**config.mk**
```make
export PLATFORM = sky130hd
export DESIGN_NAME = cacheController
export DESIGN_NICKNAME = d
export VERILOG_FILES = /design/src/hw/memSysPkg.sv /design/src/hw/cacheController.sv
export SDC_FILE = /design/constraint.sdc
export NUM_CORES = 1
export LEC_CHECK = 0
export ABC_AREA = 0
export BUFFER_PORTS_ARGS = -buffer_cell sky130_fd_sc_hd__buf_2
export CORE_AREA = 2 2 47 49
export CTS_CLUSTER_SIZE = 40
export DETAILED_ROUTE_END_ITERATION = 8
export DIE_AREA = 0 0 49 51
export PLACE_DENSITY = 0.86
export SLEW_MARGIN = 25
export SYNTH_ARGS = -nofsm -noshare
export SYNTH_HDL_FRONTEND = slang
export SYNTH_SLANG_ARGS = --single-unit
export TNS_END_PERCENT = 100
```
**constraint.sdc**
```tcl
create_clock -name clk -period 2.1 [get_ports clk]
set_input_delay 0.42 -clock clk [delete_from_list [all_inputs] [get_ports clk]]
set_output_delay 0.42 -clock clk [all_outputs]
set_load 0.05 [all_outputs]
```
**src/hw/memSysPkg.sv**
```systemverilog
// ----------------------------------------
// Memory system package
// Address split widths, bank count and
// the cache controller state encoding
// ----------------------------------------
`default_nettype none

package memSysPkg;

    // Word and byte address widths
    localparam int dataWidth = 16;
    localparam int addrWidth = 16;

    // Address split: tag 15..11, index 10..3, offset 2..0
    localparam int tagWidth    = 5;
    localparam int indexWidth  = 8;
    localparam int offsetWidth = 3;

    localparam int bankCount = 4;  // Also words per cache line

    // Controller states
    typedef enum logic [2:0] {
        stIdle,
        stCompare,
        stFillIssue,   // Waiting to strobe the next fill bank
        stFillWait,    // Waiting for that bank to return data
        stAllocate,
        stWriteMem,
        stDone
    } ctrlState_t;

endpackage

`default_nettype wire

```
**src/hw/cacheController.sv**
```systemverilog
// ----------------------------------------
// Cache controller
// Sequences tag compare, four-word line
// fill, allocate and write-through, and
// drives the requester status outputs
// ----------------------------------------
`default_nettype none

module cacheController (
    input  logic                            clk,
    input  logic                            rst,
    input  logic [memSysPkg::addrWidth-1:0]  Addr,
    input  logic                            Rd,
    input  logic                            Wr,
    input  logic                            hit,
    input  logic [memSysPkg::bankCount-1:0]  busy,
    output logic                            Done,
    output logic                            Stall,
    output logic                            CacheHit,
    output logic                            err,
    output logic                            compare,
    output logic                            writeWord,
    output logic                            fill,
    output logic [1:0]                      wordSel,
    output logic                            rdStrobe,
    output logic                            wrStrobe,
    output logic [memSysPkg::addrWidth-1:0]  memAddr
);

    import memSysPkg::*;

    ctrlState_t state;
    ctrlState_t nextState;

    logic [1:0] fillCnt;    // Word being fetched during a line fill
    logic       wasMiss;    // Request already went through a fill
    logic       hitSeen;
    logic       illegal;
    logic       inFill;
    logic       bankBusy;

    assign illegal = Rd && Wr;
    assign inFill  = (state == stFillIssue) || (state == stFillWait);

    // Word and bank follow the fill counter while filling, the request otherwise
    assign wordSel  = inFill ? fillCnt : Addr[2:1];
    assign bankBusy = busy[wordSel];

    assign memAddr = inFill ? {Addr[addrWidth-1:offsetWidth], fillCnt, 1'b0}
                            : {Addr[addrWidth-1:1], 1'b0};

    // Status outputs
    assign Done     = (state == stDone);
    assign Stall    = (state != stIdle) && (state != stDone);
    assign CacheHit = Done && hitSeen;
    assign err      = Done && illegal;

    always_comb begin
        nextState = state;
        compare   = 1'b0;
        writeWord = 1'b0;
        fill      = 1'b0;
        rdStrobe  = 1'b0;
        wrStrobe  = 1'b0;
        unique case (state)
            stIdle: begin
                if (Rd || Wr) begin
                    nextState = stCompare;
                end
            end
            stCompare: begin
                compare = 1'b1;
                if (illegal) begin
                    nextState = stDone;      // Finish without touching anything
                end else if (Wr) begin
                    writeWord = 1'b1;        // Only lands if the line is present
                    nextState = stWriteMem;
                end else if (hit) begin
                    nextState = stDone;
                end else begin
                    nextState = stFillIssue;
                end
            end
            stFillIssue: begin
                if (!bankBusy) begin
                    rdStrobe  = 1'b1;
                    nextState = stFillWait;
                end
            end
            stFillWait: begin
                // Bank is still busy in the first wait cycle
                if (!bankBusy) begin
                    fill      = 1'b1;
                    nextState = (fillCnt == 2'd3) ? stAllocate : stFillIssue;
                end
            end
            stAllocate: nextState = stCompare;  // Retry with the new line
            stWriteMem: begin
                if (!bankBusy) begin
                    wrStrobe  = 1'b1;
                    nextState = stDone;
                end
            end
            stDone:  nextState = stIdle;
            default: nextState = stIdle;
        endcase
    end

    always_ff @(posedge clk) begin
        if (rst) begin
            state   <= stIdle;
            fillCnt <= '0;
            wasMiss <= 1'b0;
            hitSeen <= 1'b0;
        end else begin
            state <= nextState;
            if (state == stIdle) begin
                wasMiss <= 1'b0;
                hitSeen <= 1'b0;
            end
            // Only a read that hits on its first compare counts as a hit
            if ((state == stCompare) && Rd && !Wr) begin
                hitSeen <= hit && !wasMiss;
                if (!hit) begin
                    wasMiss <= 1'b1;
                end
            end
            if (fill) begin
                fillCnt <= fillCnt + 1'b1;  // Wraps to 0 after word 3
            end
        end
    end

    assert property (@(posedge clk) disable iff (rst) !(Done && Stall))
        else $error("cacheController: Done with Stall high");

endmodule

`default_nettype wire

```
==> impl_results.md, run 1 <==
* Result of the run: finished with violations
* Violated checks: negative setup slack
* Part of the total power dissipated in the clock network at 0.113
* Setup tns final at -0.00797 ns
* P_int at 0.000534 W
* Shortest period the worst path allows at 2.11 ns
* Critical path's slowest cell: sky130_fd_sc_hd__mux4_2
* Global-route congestion overflow total at 0
* H-Tree Depth at 1
* Slowest stage delay, CP at roughly 0.40 ns
* Share of layout cells above drive strength 1 at 0.431
* Unrepaired setup endpoints after global routing: yes
* Mean area per synthesized cell at around 7.5 sq um
* TritonCTS clock tree: built
* Pins over their slew limit at 0
* Power density over cell area at 1230 nW/um^2
* Largest area contributor in the netlist: sky130_fd_sc_hd__dfxtp_1
* Largest net degree at the start of global routing at 14
* Hold buffer count at CTS at 0
* Total setup violations reported at the end of the flow at 1
* Worst VDD drop at approximately 0.00050 V
* Top-level port count at 52
* Critical path, cell by cell: nand2b_4, mux2i_2, mux4_2, nor3_4, buf_6
* Final period utilization at 1.00
* Routed via count at 763
* Area of the mapped netlist at 762 sq um
* Sw Pwr at between 0.0006 and 0.0007 W
* Via count of the first global-routing pass at roughly 730
* Clock input transition at the sequential cells of the worst setup and hold paths at 0.06 ns
* Buffer depth of the longest clock path at 2
* Maximum clock frequency at about 470 MHz
* Critical Path AT at 1.69 ns
* Critical Path Source Type: flip-flop
* Root buffer selected by CTS: sky130_fd_sc_hd__clkbuf_4
* Reg2reg start: state[2]$_SDFFE_PP0P_
* Rows at 17
* Count of buffers inserted at the top-level ports at 23
* Post-DR wirelength/cell at 12.6 microns
* Flop and latch count out of synthesis at 7
* Count of distinct cell types in the synthesized netlist at 35
* Synth Instances at 102
* Global-route wire length before repair at 3050 microns
* Hold violation count in the final report at 0
* Commonest cells after routing, fill and taps aside: sky130_fd_sc_hd__buf_2 (20), sky130_fd_sc_hd__nand2_1 (13), sky130_fd_sc_hd__a21oi_1 (9)
* Remaining design rule violation count at 0
* Total Routed Length at 1810 microns
* Post-DRT Antenna Nets at 0
* Post-placement setup slack at 0.0973 ns
* Relative contribution of combinational cells to total power at 0.696
* Setup crit start: state[2]$_SDFFE_PP0P_
* Number of warning messages in the yosys log at 0
* Die H at 51 microns
* Growth of design area from synthesis to finish at 21.0%
* Via density at 5.30
* Final setup skew at between 0.006 and 0.007 ns
* Pleak at around 0.44 nW
* Global routing usage summed across all routing layers at 0.156
* TritonCTS buffer count at 3
* Fraction of power spent switching nets at 0.530
* Core utilization of the finished layout at 0.447
* Type of element capturing the critical path: output pin
* Path class of the lowest-slack min-delay path: input port to flip-flop
* Core region area at 2060 sq um
* Number of antenna violations at the first check in global routing at 0
* Antenna cell count at 0
* Die Width at 49 microns
* Final RePlAce weighted congestion at 0.741
* Setup ws final at -0.00797 ns
* Starting density of the core at 0.369
* Post-Syn Nets at approximately 130
* Proportion of synthesized chip area in sequential cells at 0.184
* Clock latency on the worst-skew pair at between 0.2 and 0.3 ns
* Number of nets in the layout at between 100 and 150
* Maximum fanout along the worst path at 3
* Cells taking the most area after synthesis: sky130_fd_sc_hd__dfxtp_1 (18%), sky130_fd_sc_hd__buf_4 (16%), sky130_fd_sc_hd__nand2_1 (6.4%)
* Leading cell type in the layout, fill and taps excluded: sky130_fd_sc_hd__buf_2
* Flop pwr share at 0.191
* Floorplan die area at 2500 sq um
* Number of max-capacitance violations reported at 0
* Number of DRC markers in iteration 0 at 16
* Launch instance of the worst min-delay path: rst
* Worst Path Class, Setup: flip-flop to output pin
* Worst Path Required at 1.68 ns
* Cell type group with the largest total delay on the critical path: multiplexers
* Placed wire-length estimate after detailed placement at 1340 microns
* Number of iterations in the first detailed-routing pass at 4
* Area fraction of the dominant cell type after synthesis at 0.184
* Number of clock sinks seen by CTS at 7
* CP bufs+invs at 1
==> registers in the layout, indices dropped and copies added, names as in the netlist <==
register,flops
fillCnt,2
wasMiss,1
hitSeen,1
state,3
==> layout make-up <==
cell class	count	area [sq um]
sequential	7	144
fill	236	1140
inverter	3	11.3
multi-input combinational	72	515
tap	28	35.0
clock buffer	4	26.3
timing repair buffer	30	190
==> repair_timing <==
item                       4_1_cts  5_1_grt
setup endpoints to repair        3        3
pin swaps                        0        1
setup buffers                    2        1
gates resized for setup         12        4
==> power groups by stage <==
stage          combinational, W  clock (W)  sequential, W
2_1_floorplan          0.000673          0       0.000180
6_report               0.000792   0.000129       0.000218
3_5_place_dp           0.000704          0       0.000204
4_1_cts                0.000765   0.000131       0.000209
3_3_place_gp           0.000689          0       0.000202
5_1_grt                0.000853   0.000137       0.000224
==> synthesized netlist by cell type, drive strengths merged <==
cell	count
clkbuf	1
or3	1
nor3	6
nor2	6
inv	3
o221a	1
dfxtp	7
o21ai	4
mux2i	4
o211a	2
buf	19
a32oi	1
and2	1
nand2	13
a21oi	9
nor2b	2
nand2b	6
mux4	1
conb	1
and3b	2
ha	1
nand3b	2
nand4	1
a41oi	1
o21a	2
and3	1
o22ai	1
o211ai	2
nor3b	1
==> worst reg2reg max path, delay by kind of cell, from the launching register on <==
family / cells / cell delay (ns)
buffers and inverters: 1 / 0.17
AND/OR/NAND/NOR: 3 / 0.77
flip-flops: 1 / 0.31
AO/OA/AOI/OAI: 1 / 0.26
==> stage by stage <==
stage,instance area (sq um),hold WS [ns],power [W],instances
after floorplan,779,0.455,0.000853,102
after global placement,815,0.465,0.000891,137
after detailed placement,815,0.493,0.000908,137
after CTS,901,0.380,0.00111,143
after global routing,922,0.398,0.00121,144
final,922,0.383,0.00114,144
==> path summary, 6_finish.rpt <==
| path | endpoint | slack, ns | depth (start not counted) |
|---|---|---|---|
| hold / removal | wasMiss$_SDFF_PP0_ | 0.38 | 2 |
| hold reg to reg | wasMiss$_SDFF_PP0_ | 0.51 | 2 |
| setup / recovery | rdStrobe | -0.008 | 5 |
| setup reg to reg | state[0]$_SDFFE_PP0P_ | 0.47 | 5 |
==> kinds of logic (layout without fill, tap and decap cells) <==
family / count (synthesis) / count (layout) / synth area share
AND/OR/NAND/NOR: 42 / 42 / 0.294
AO/OA/AOI/OAI: 23 / 23 / 0.197
buffers and inverters: 23 / 37 / 0.205
flip-flops: 7 / 7 / 0.184
multiplexers: 5 / 5 / 0.0985
adder cells (fa/ha/maj): 1 / 1 / 0.0164
other: 1 / 1 / 0.00492
==> metal layers <==
| layer | global-route usage | vias up | wire length (microns) |
|---|---|---|---|
| met4 | 0.100 | 0 | 31 |
| met3 | 0.0263 | 3 | 119 |
| li1 | - | 370 | - |
| met2 | 0.279 | 36 | 948 |
| met5 | 0 | - | 0 |
| met1 | 0.172 | 354 | 708 |
Note: power is estimated with default switching activity, not from simulation.
==> run 2, diff against run 1 <==
--- a/config.mk
+++ b/config.mk
@@ -5,13 +5,13 @@
 export SDC_FILE = /design/constraint.sdc
 export NUM_CORES = 1
 export LEC_CHECK = 0
-export ABC_AREA = 0
+export ABC_AREA = 1
 export BUFFER_PORTS_ARGS = -buffer_cell sky130_fd_sc_hd__buf_2
-export CORE_AREA = 2 2 47 49
+export CORE_AREA = 2 2 46 48
 export CTS_CLUSTER_SIZE = 40
 export DETAILED_ROUTE_END_ITERATION = 8
-export DIE_AREA = 0 0 49 51
-export PLACE_DENSITY = 0.86
+export DIE_AREA = 0 0 48 50
+export PLACE_DENSITY = 0.87
 export SLEW_MARGIN = 25
 export SYNTH_ARGS = -nofsm -noshare
 export SYNTH_HDL_FRONTEND = slang
==> impl_results.md, run 2 <==
* Result of the run: finished, final reports clean
* H-Tree Depth at 1 (unchanged)
* Die Width at 48 microns (-2.0%)
* Post-Syn Nets at 140 (+9.4%)
* Most frequently used cell type in the post-synthesis netlist: sky130_fd_sc_hd__buf_4
* Global-route congestion overflow total at 0 (unchanged)
* Via count of the first global-routing pass at 641 (-12%)
* Number of max-capacitance violations reported at 0 (unchanged)
* Buffer depth of the longest clock path at 2 (unchanged)
* Final period utilization at 0.935 (-0.0689)
* Most flops, register: state
* Starting density of the core at 0.384 (+0.0149)
* Antenna cell count at 0 (unchanged)
* Largest net degree at the start of global routing at 10 (-4)
* Placed wire-length estimate after detailed placement at 1240 microns (-7.6%)
* Routed via count at 717 (-6.0%)
* Pins over their slew limit at 0 (unchanged)
* Mean area per synthesized cell at 6.41 sq um (-14%)
* Number of DRC markers in iteration 0 at 17 (+1)
* Worst VDD drop at 0.000420 V (-16%)
* Shortest period the worst path allows at 1.96 ns (-0.145 ns)
* Maximum clock frequency at 509 MHz (+7.4%)
* Power density over cell area at 1360 nW/um^2 (+10%)
* Largest register FFs at 3 (unchanged)
* Largest area contributor in the netlist: sky130_fd_sc_hd__dfxtp_1
* Worst Path Class, Setup: flip-flop to output pin
* Global-route wire length before repair at 2490 microns (-18%)
* Count of distinct cell types in the synthesized netlist at 21 (-40%)
* Post-placement setup slack at 0.186 ns (+0.0888 ns)
* Area fraction of the dominant cell type after synthesis at 0.192 (+0.00787)
* Setup ws final at 0.137 ns (+0.145 ns)
* Global routing usage summed across all routing layers at 0.146 (-0.00993)
* Leading cell type in the layout, fill and taps excluded: sky130_fd_sc_hd__buf_2
* Cells taking the most area after synthesis: sky130_fd_sc_hd__dfxtp_1 (19%), sky130_fd_sc_hd__buf_4 (17%), sky130_fd_sc_hd__nand3_1 (8.2%)
* Worst Path Required at 1.68 ns (about the same)
* Sum of internal, switching and leakage power at 0.00115 W (+0.83%)
* Area of the mapped netlist at 731 sq um (-4.1%)
* Number of antenna violations at the first check in global routing at 0 (unchanged)
* Critical path's slowest cell: sky130_fd_sc_hd__dfxtp_1
* Hold buffer count at CTS at 0 (unchanged)
* Maximum fanout along the worst path at 8 (+5)
* Post-synth EDFFs at 0 (unchanged)
* Remaining design rule violation count at 0 (unchanged)
* Root buffer selected by CTS: sky130_fd_sc_hd__clkbuf_4
* Post-DRT Antenna Nets at 0 (unchanged)
* Most frequent cell on the critical path: sky130_fd_sc_hd__nand2_2
* Slowest stage delay, CP at 0.33 ns (-0.07 ns)
* Unrepaired setup endpoints after global routing: no
* Synth Instances at 114 (+12%)
* Share of async-settable or async-resettable flops after synthesis at 0 (unchanged)
* Die H at 50 microns (-2.0%)
* Most common library cells after synthesis: sky130_fd_sc_hd__buf_4 (17), sky130_fd_sc_hd__inv_1 (16), sky130_fd_sc_hd__nand2_1 (16)
* TritonCTS buffer count at 3 (unchanged)
* Commonest cells after routing, fill and taps aside: sky130_fd_sc_hd__buf_2 (20), sky130_fd_sc_hd__nand2_1 (16), sky130_fd_sc_hd__inv_1 (15)
* Post-DR wirelength/cell at 9.96 microns (-21%)
* TritonCTS clock tree: built
* Final RePlAce weighted congestion at 0.910 (+23%)
* Path class of the lowest-slack min-delay path: input port to flip-flop
* Via density at 4.69 (-12%)
* Total setup violations reported at the end of the flow at 0 (-1)
* Proportion of synthesized chip area in sequential cells at 0.192 (+0.00787)
* Top-level port count at 52 (unchanged)
* Largest regs: state (3), fillCnt (2)
* Number of warning messages in the yosys log at 0 (unchanged)
* Clock input transition at the sequential cells of the worst setup and hold paths at 0.05 ns (about the same)
* Flop and latch count out of synthesis at 7 (unchanged)
* Critical path, cell by cell: inv_4, nand2_8, nand2_4, nand2_2, nand2_1, nand3_2, nand2_2, inv_2, nor2_4, clkbuf_4
* Clock latency on the worst-skew pair at 0.24 ns (-0.02 ns)
* Pleak at 0.446 nW (+0.92%)
* Number of nets in the layout at 153 (+7.0%)
* Type of element capturing the critical path: output pin
* Floorplan die area at 2400 sq um (-4.0%)
* Number of iterations in the first detailed-routing pass at 4 (unchanged)
* Critical Path AT at 1.54 ns (-0.15 ns)
* Number of clock sinks seen by CTS at 7 (unchanged)
* Count of buffers inserted at the top-level ports at 23 (unchanged)
* Dominant register cell in the synthesized netlist: sky130_fd_sc_hd__dfxtp_1
* Final setup skew at 0.00410 ns (-0.00247 ns)
* Growth of design area from synthesis to finish at 15.6%
* Share of layout cells above drive strength 1 at 0.389 (-0.0421)
* Critical Path Source Type: flip-flop
* Hold violation count in the final report at 0 (unchanged)
* Core region area at 1900 sq um (-7.8%)
* Rows at 16 (-1)
* Total Routed Length at 1520 microns (-16%)
## run 2: cell count changes after synthesis, sizes merged, moves of 3 or more
cell / before / now
mux2i: 4 / 0
nor3: 6 / 3
nand3: 0 / 16
nand2: 13 / 22
nand2b: 6 / 0
nor2: 6 / 15
a21oi: 9 / 5
inv: 3 / 17
## run 2: repair_timing
action                     4_1_cts  5_1_grt
setup endpoints to repair        2        3
pin swaps                        0        1
setup buffers                    0        1
hold endpoints to repair         0        0
gates resized for setup          2        4
cloned                           0        0
## run 2: layout make-up
class / instances / area [sq um]
fillers: 197 / 1060
multi-input cells: 72 / 428
repair buffers: 26 / 149
flip-flops and latches: 7 / 141
inverters: 17 / 66.3
well taps: 27 / 33.8
clock buffers: 4 / 26.3
## run 2: logic make-up after synthesis
logic type      share of synthesized area
buf+inv                             0.272
fa+ha+maj                          0.0171
simple gates                        0.401
other cells                       0.00513
flops                               0.192
compound gates                      0.113
## run 2: final timing paths
check / to / slack [ns] / from / cells after the start
hold / removal: hitSeen$_SDFFE_PP0P_ / 0.36 / rst / 2
setup / recovery: wrStrobe / 0.14 / state[2]$_SDFFE_PP0P_ / 10
hold reg to reg: hitSeen$_SDFFE_PP0P_ / 0.47 / hitSeen$_SDFFE_PP0P_ / 2
setup reg to reg: wasMiss$_SDFF_PP0_ / 0.63 / state[0]$_SDFFE_PP0P_ / 6
## run 2: where the power goes
part	leakage, nW	total [W]	internal (W)	switching [W]
logic	0.374	0.000798	0.000238	0.000560
clock network	0.0150	0.000117	0.0000722	0.0000450
registers	0.0576	0.000232	0.000171	0.0000614
## run 2: critical path, delay by kind of cell (launching register included)
kind | cells | cell delay, ns
buffers and inverters | 3 | 0.40
DFF | 1 | 0.33
and+or+nand+nor | 7 | 0.58
## run 2: per-stage QoR
step / setup TNS [ns] / area (sq um) / cells / util / hold WS, ns
6_report: 0 / 845 / 153 / 0.444 / 0.363
5_1_grt: 0 / 845 / 153 / 0.444 / 0.358
4_1_cts: 0 / 828 / 152 / 0.436 / 0.355
3_5_place_dp: 0 / 798 / 148 / 0.420 / 0.466
3_3_place_gp: 0 / 798 / 148 / 0.420 / 0.460
2_1_floorplan: -0.140 / 767 / 114 / - / 0.447
## run 2: per-layer routing
metal / wire length, microns / part of all wire / vias up / track usage
met5: 0 / 0 / - / 0
met4: 42 / 0.028 / 0 / 0.117
met3: 72 / 0.047 / 8 / 0.0403
met2: 812 / 0.53 / 20 / 0.233
met1: 597 / 0.39 / 320 / 0.148
li1: - / - / 369 / -
==> run 3, diff against run 2 <==
--- a/config.mk
+++ b/config.mk
@@ -11,6 +11,7 @@
 export CTS_CLUSTER_SIZE = 40
 export DETAILED_ROUTE_END_ITERATION = 8
 export DIE_AREA = 0 0 48 50
+export HOLD_SLACK_MARGIN = 0.02
 export PLACE_DENSITY = 0.87
 export SLEW_MARGIN = 25
 export SYNTH_ARGS = -nofsm -noshare
==> constraint.sdc (replaced) <==
create_clock -name clk -period 2.1 [get_ports clk]
set_input_delay 0.105 -clock clk [delete_from_list [all_inputs] [get_ports clk]]
set_output_delay 0.105 -clock clk [all_outputs]
set_load 0.05 [all_outputs]
==> impl_results.md, run 3 (same netlist as run 2, synthesis figures left out) <==
* Result of the run: finished, final reports clean
* Clock input transition at the sequential cells of the worst setup and hold paths at 0.05 ns (about the same)
* Die H at 50 microns (unchanged)
* Remaining design rule violation count at 0 (unchanged)
* Launch instance of the worst min-delay path: rst
* Hold violation count in the final report at 0 (unchanged)
* TritonCTS buffer count at 3 (unchanged)
* Rows at 16 (unchanged)
* Pleak at 0.429 nW (-3.9%)
* Shortest period the worst path allows at 1.92 ns (-0.0448 ns)
* Die Width at 48 microns (unchanged)
* Minimum hold slack at 0.0453 ns (-0.318 ns)
* Via count of the first global-routing pass at 592 (-7.6%)
* H-Tree Depth at 1 (unchanged)
* Count of buffers inserted at the top-level ports at 23 (unchanged)
* Number of iterations in the first detailed-routing pass at 4 (unchanged)
* Most flops, register: state
* Pins over their slew limit at 0 (unchanged)
* Growth of design area from synthesis to finish at 7.88%
* Reg2Reg Capture Point: fillCnt[0]$_SDFFE_PP0P_
* Worst Path Class, Setup: flip-flop to output pin
* Worst VDD drop at 0.000450 V (+7.1%)
* Type of element capturing the critical path: output pin
* Slowest stage delay, CP at 0.58 ns (+0.25 ns)
* Buffer depth of the longest clock path at 2 (unchanged)
* Number of clock sinks seen by CTS at 7 (unchanged)
* Reg2reg start: state[1]$_SDFFE_PP0P_
* Post-DRT Antenna Nets at 0 (unchanged)
* Number of antenna violations at the first check in global routing at 0 (unchanged)
* Clock latency on the worst-skew pair at 0.25 ns (about the same)
* Number of DRC markers in iteration 0 at 11 (-6)
* Share of layout cells above drive strength 1 at 0.350 (-0.0393)
* Hold buffer count at CTS at 0 (unchanged)
* Commonest cells after routing, fill and taps aside: sky130_fd_sc_hd__buf_2 (23), sky130_fd_sc_hd__nand2_1 (16), sky130_fd_sc_hd__inv_1 (16)
* Critical Path AT at 1.81 ns (+0.27 ns)
* Path class of the lowest-slack min-delay path: input port to flip-flop
* Antenna cell count at 0 (unchanged)
* TritonCTS clock tree: built
* Starting density of the core at 0.384 (unchanged)
* Global routing usage summed across all routing layers at 0.132 (-0.0142)
* Critical Path Source Type: flip-flop
* Final RePlAce weighted congestion at 0.884 (-2.8%)
* Final period utilization at 0.914 (-0.0214)
* Largest regs: state (3), fillCnt (2)
* Top-level port count at 52 (unchanged)
* Cell depth of the worst flop-to-flop path at 7 (+1)
* Worst Path Required at 2.00 ns (+0.32 ns)
* Maximum fanout along the worst path at 8 (unchanged)
* Leading cell type in the layout, fill and taps excluded: sky130_fd_sc_hd__buf_2
* Maximum clock frequency at 521 MHz (+2.3%)
* Critical path's slowest cell: sky130_fd_sc_hd__dfxtp_1
* Via density at 4.68 (-0.13%)
* Total setup violations reported at the end of the flow at 0 (unchanged)
* Floorplan die area at 2400 sq um (unchanged)
* Largest net degree at the start of global routing at 10 (unchanged)
* Number of setup buffers added after CTS at 0 (unchanged)
* Largest register FFs at 3 (unchanged)
* Total Routed Length at 1520 microns (-0.39%)
* Global-route congestion overflow total at 0 (unchanged)
* Post-Layout Inst Area at 788 sq um (-6.7%)
* Power density over cell area at 1360 nW/um^2 (about the same)
* Post-DR wirelength/cell at 10.1 microns (+1.6%)
* Placement Cell Area at 762 sq um (-4.5%)
* Setup crit start: state[1]$_SDFFE_PP0P_
* CTS resizes at 0 (-2)
* Critical path, cell by cell: nand2_8, o21ai_2, nand3_2, nand2_2, inv_1, nor3_2, buf_2
* Hold Path End: wasMiss$_SDFF_PP0_
* Number of cells traversed by the worst hold path at 2 (unchanged)
* Final setup skew at 0.000202 ns (-0.00390 ns)
* Number of max-capacitance violations reported at 0 (unchanged)
* Routed via count at 702 (-2.1%)
* Worst R2R Setup Slack at 0.63 ns (about the same)
* Placed wire-length estimate after detailed placement at 1280 microns (+3.5%)
* Number of nets in the layout at 150 (-2.0%)
* Root buffer selected by CTS: sky130_fd_sc_hd__clkbuf_4
* Core region area at 1900 sq um (unchanged)
* Unrepaired setup endpoints after global routing: no
* Global-route wire length before repair at 2270 microns (-8.8%)
[run 3: cell count changes in the layout (fill, tap and decap cells not counted), sizes merged]
cell    previous run  this run
clkbuf             6         4
buf               24        23
[run 3: power by group]
part / switching, W / internal [W]
clock network: 0.0000475 / 0.0000724
registers: 0.0000769 / 0.000169
logic: 0.000513 / 0.000193
[run 3: how the worst max path moves through the flow]
stage / endpoint / depth (start not counted) / slack [ns]
5_1_grt: rdStrobe / 7 / 0.02
3_5_place_dp: rdStrobe / 7 / 0.42
6_report: rdStrobe / 7 / 0.18
2_1_floorplan: rdStrobe / 7 / -0.04
4_1_cts: rdStrobe / 7 / 0.15
3_3_place_gp: rdStrobe / 7 / 0.49
[run 3: area by class of cell]
cell class | instances | area (sq um)
fill | 198 | 1110
multi-input combinational | 72 | 407
sequential | 7 | 140
timing repair buffer | 23 | 115
inverter | 17 | 66.3
tap | 27 | 33.8
clock buffer | 4 | 26.3
[run 3: through the flow]
stage	worst slack [ns]	setup TNS, ns	std cells	util	total power, W
after floorplan	-0.0395	-0.0395	114	-	0.000916
after global placement	0.489	0	146	0.401	0.000935
after detailed placement	0.425	0	146	0.401	0.000955
after CTS	0.147	0	150	0.414	0.00108
after global routing	0.0243	0	150	0.414	0.00116
final	0.182	0	150	0.414	0.00107
[run 3: routing by layer]
metal	GRT usage	routed length [microns]	part of all wire
met1	0.123	601	0.40
met2	0.238	777	0.51
met3	0.0220	115	0.076
met4	0.0901	24	0.016
met5	0	0	0
[run 3: worst max-delay path, delay by kind of cell (launching register included)]
family | cells | cell delay (ns)
AO/OA/AOI/OAI | 1 | 0.18
AND/OR/NAND/NOR | 4 | 0.45
buffers and inverters | 2 | 0.35
flip-flops | 1 | 0.58
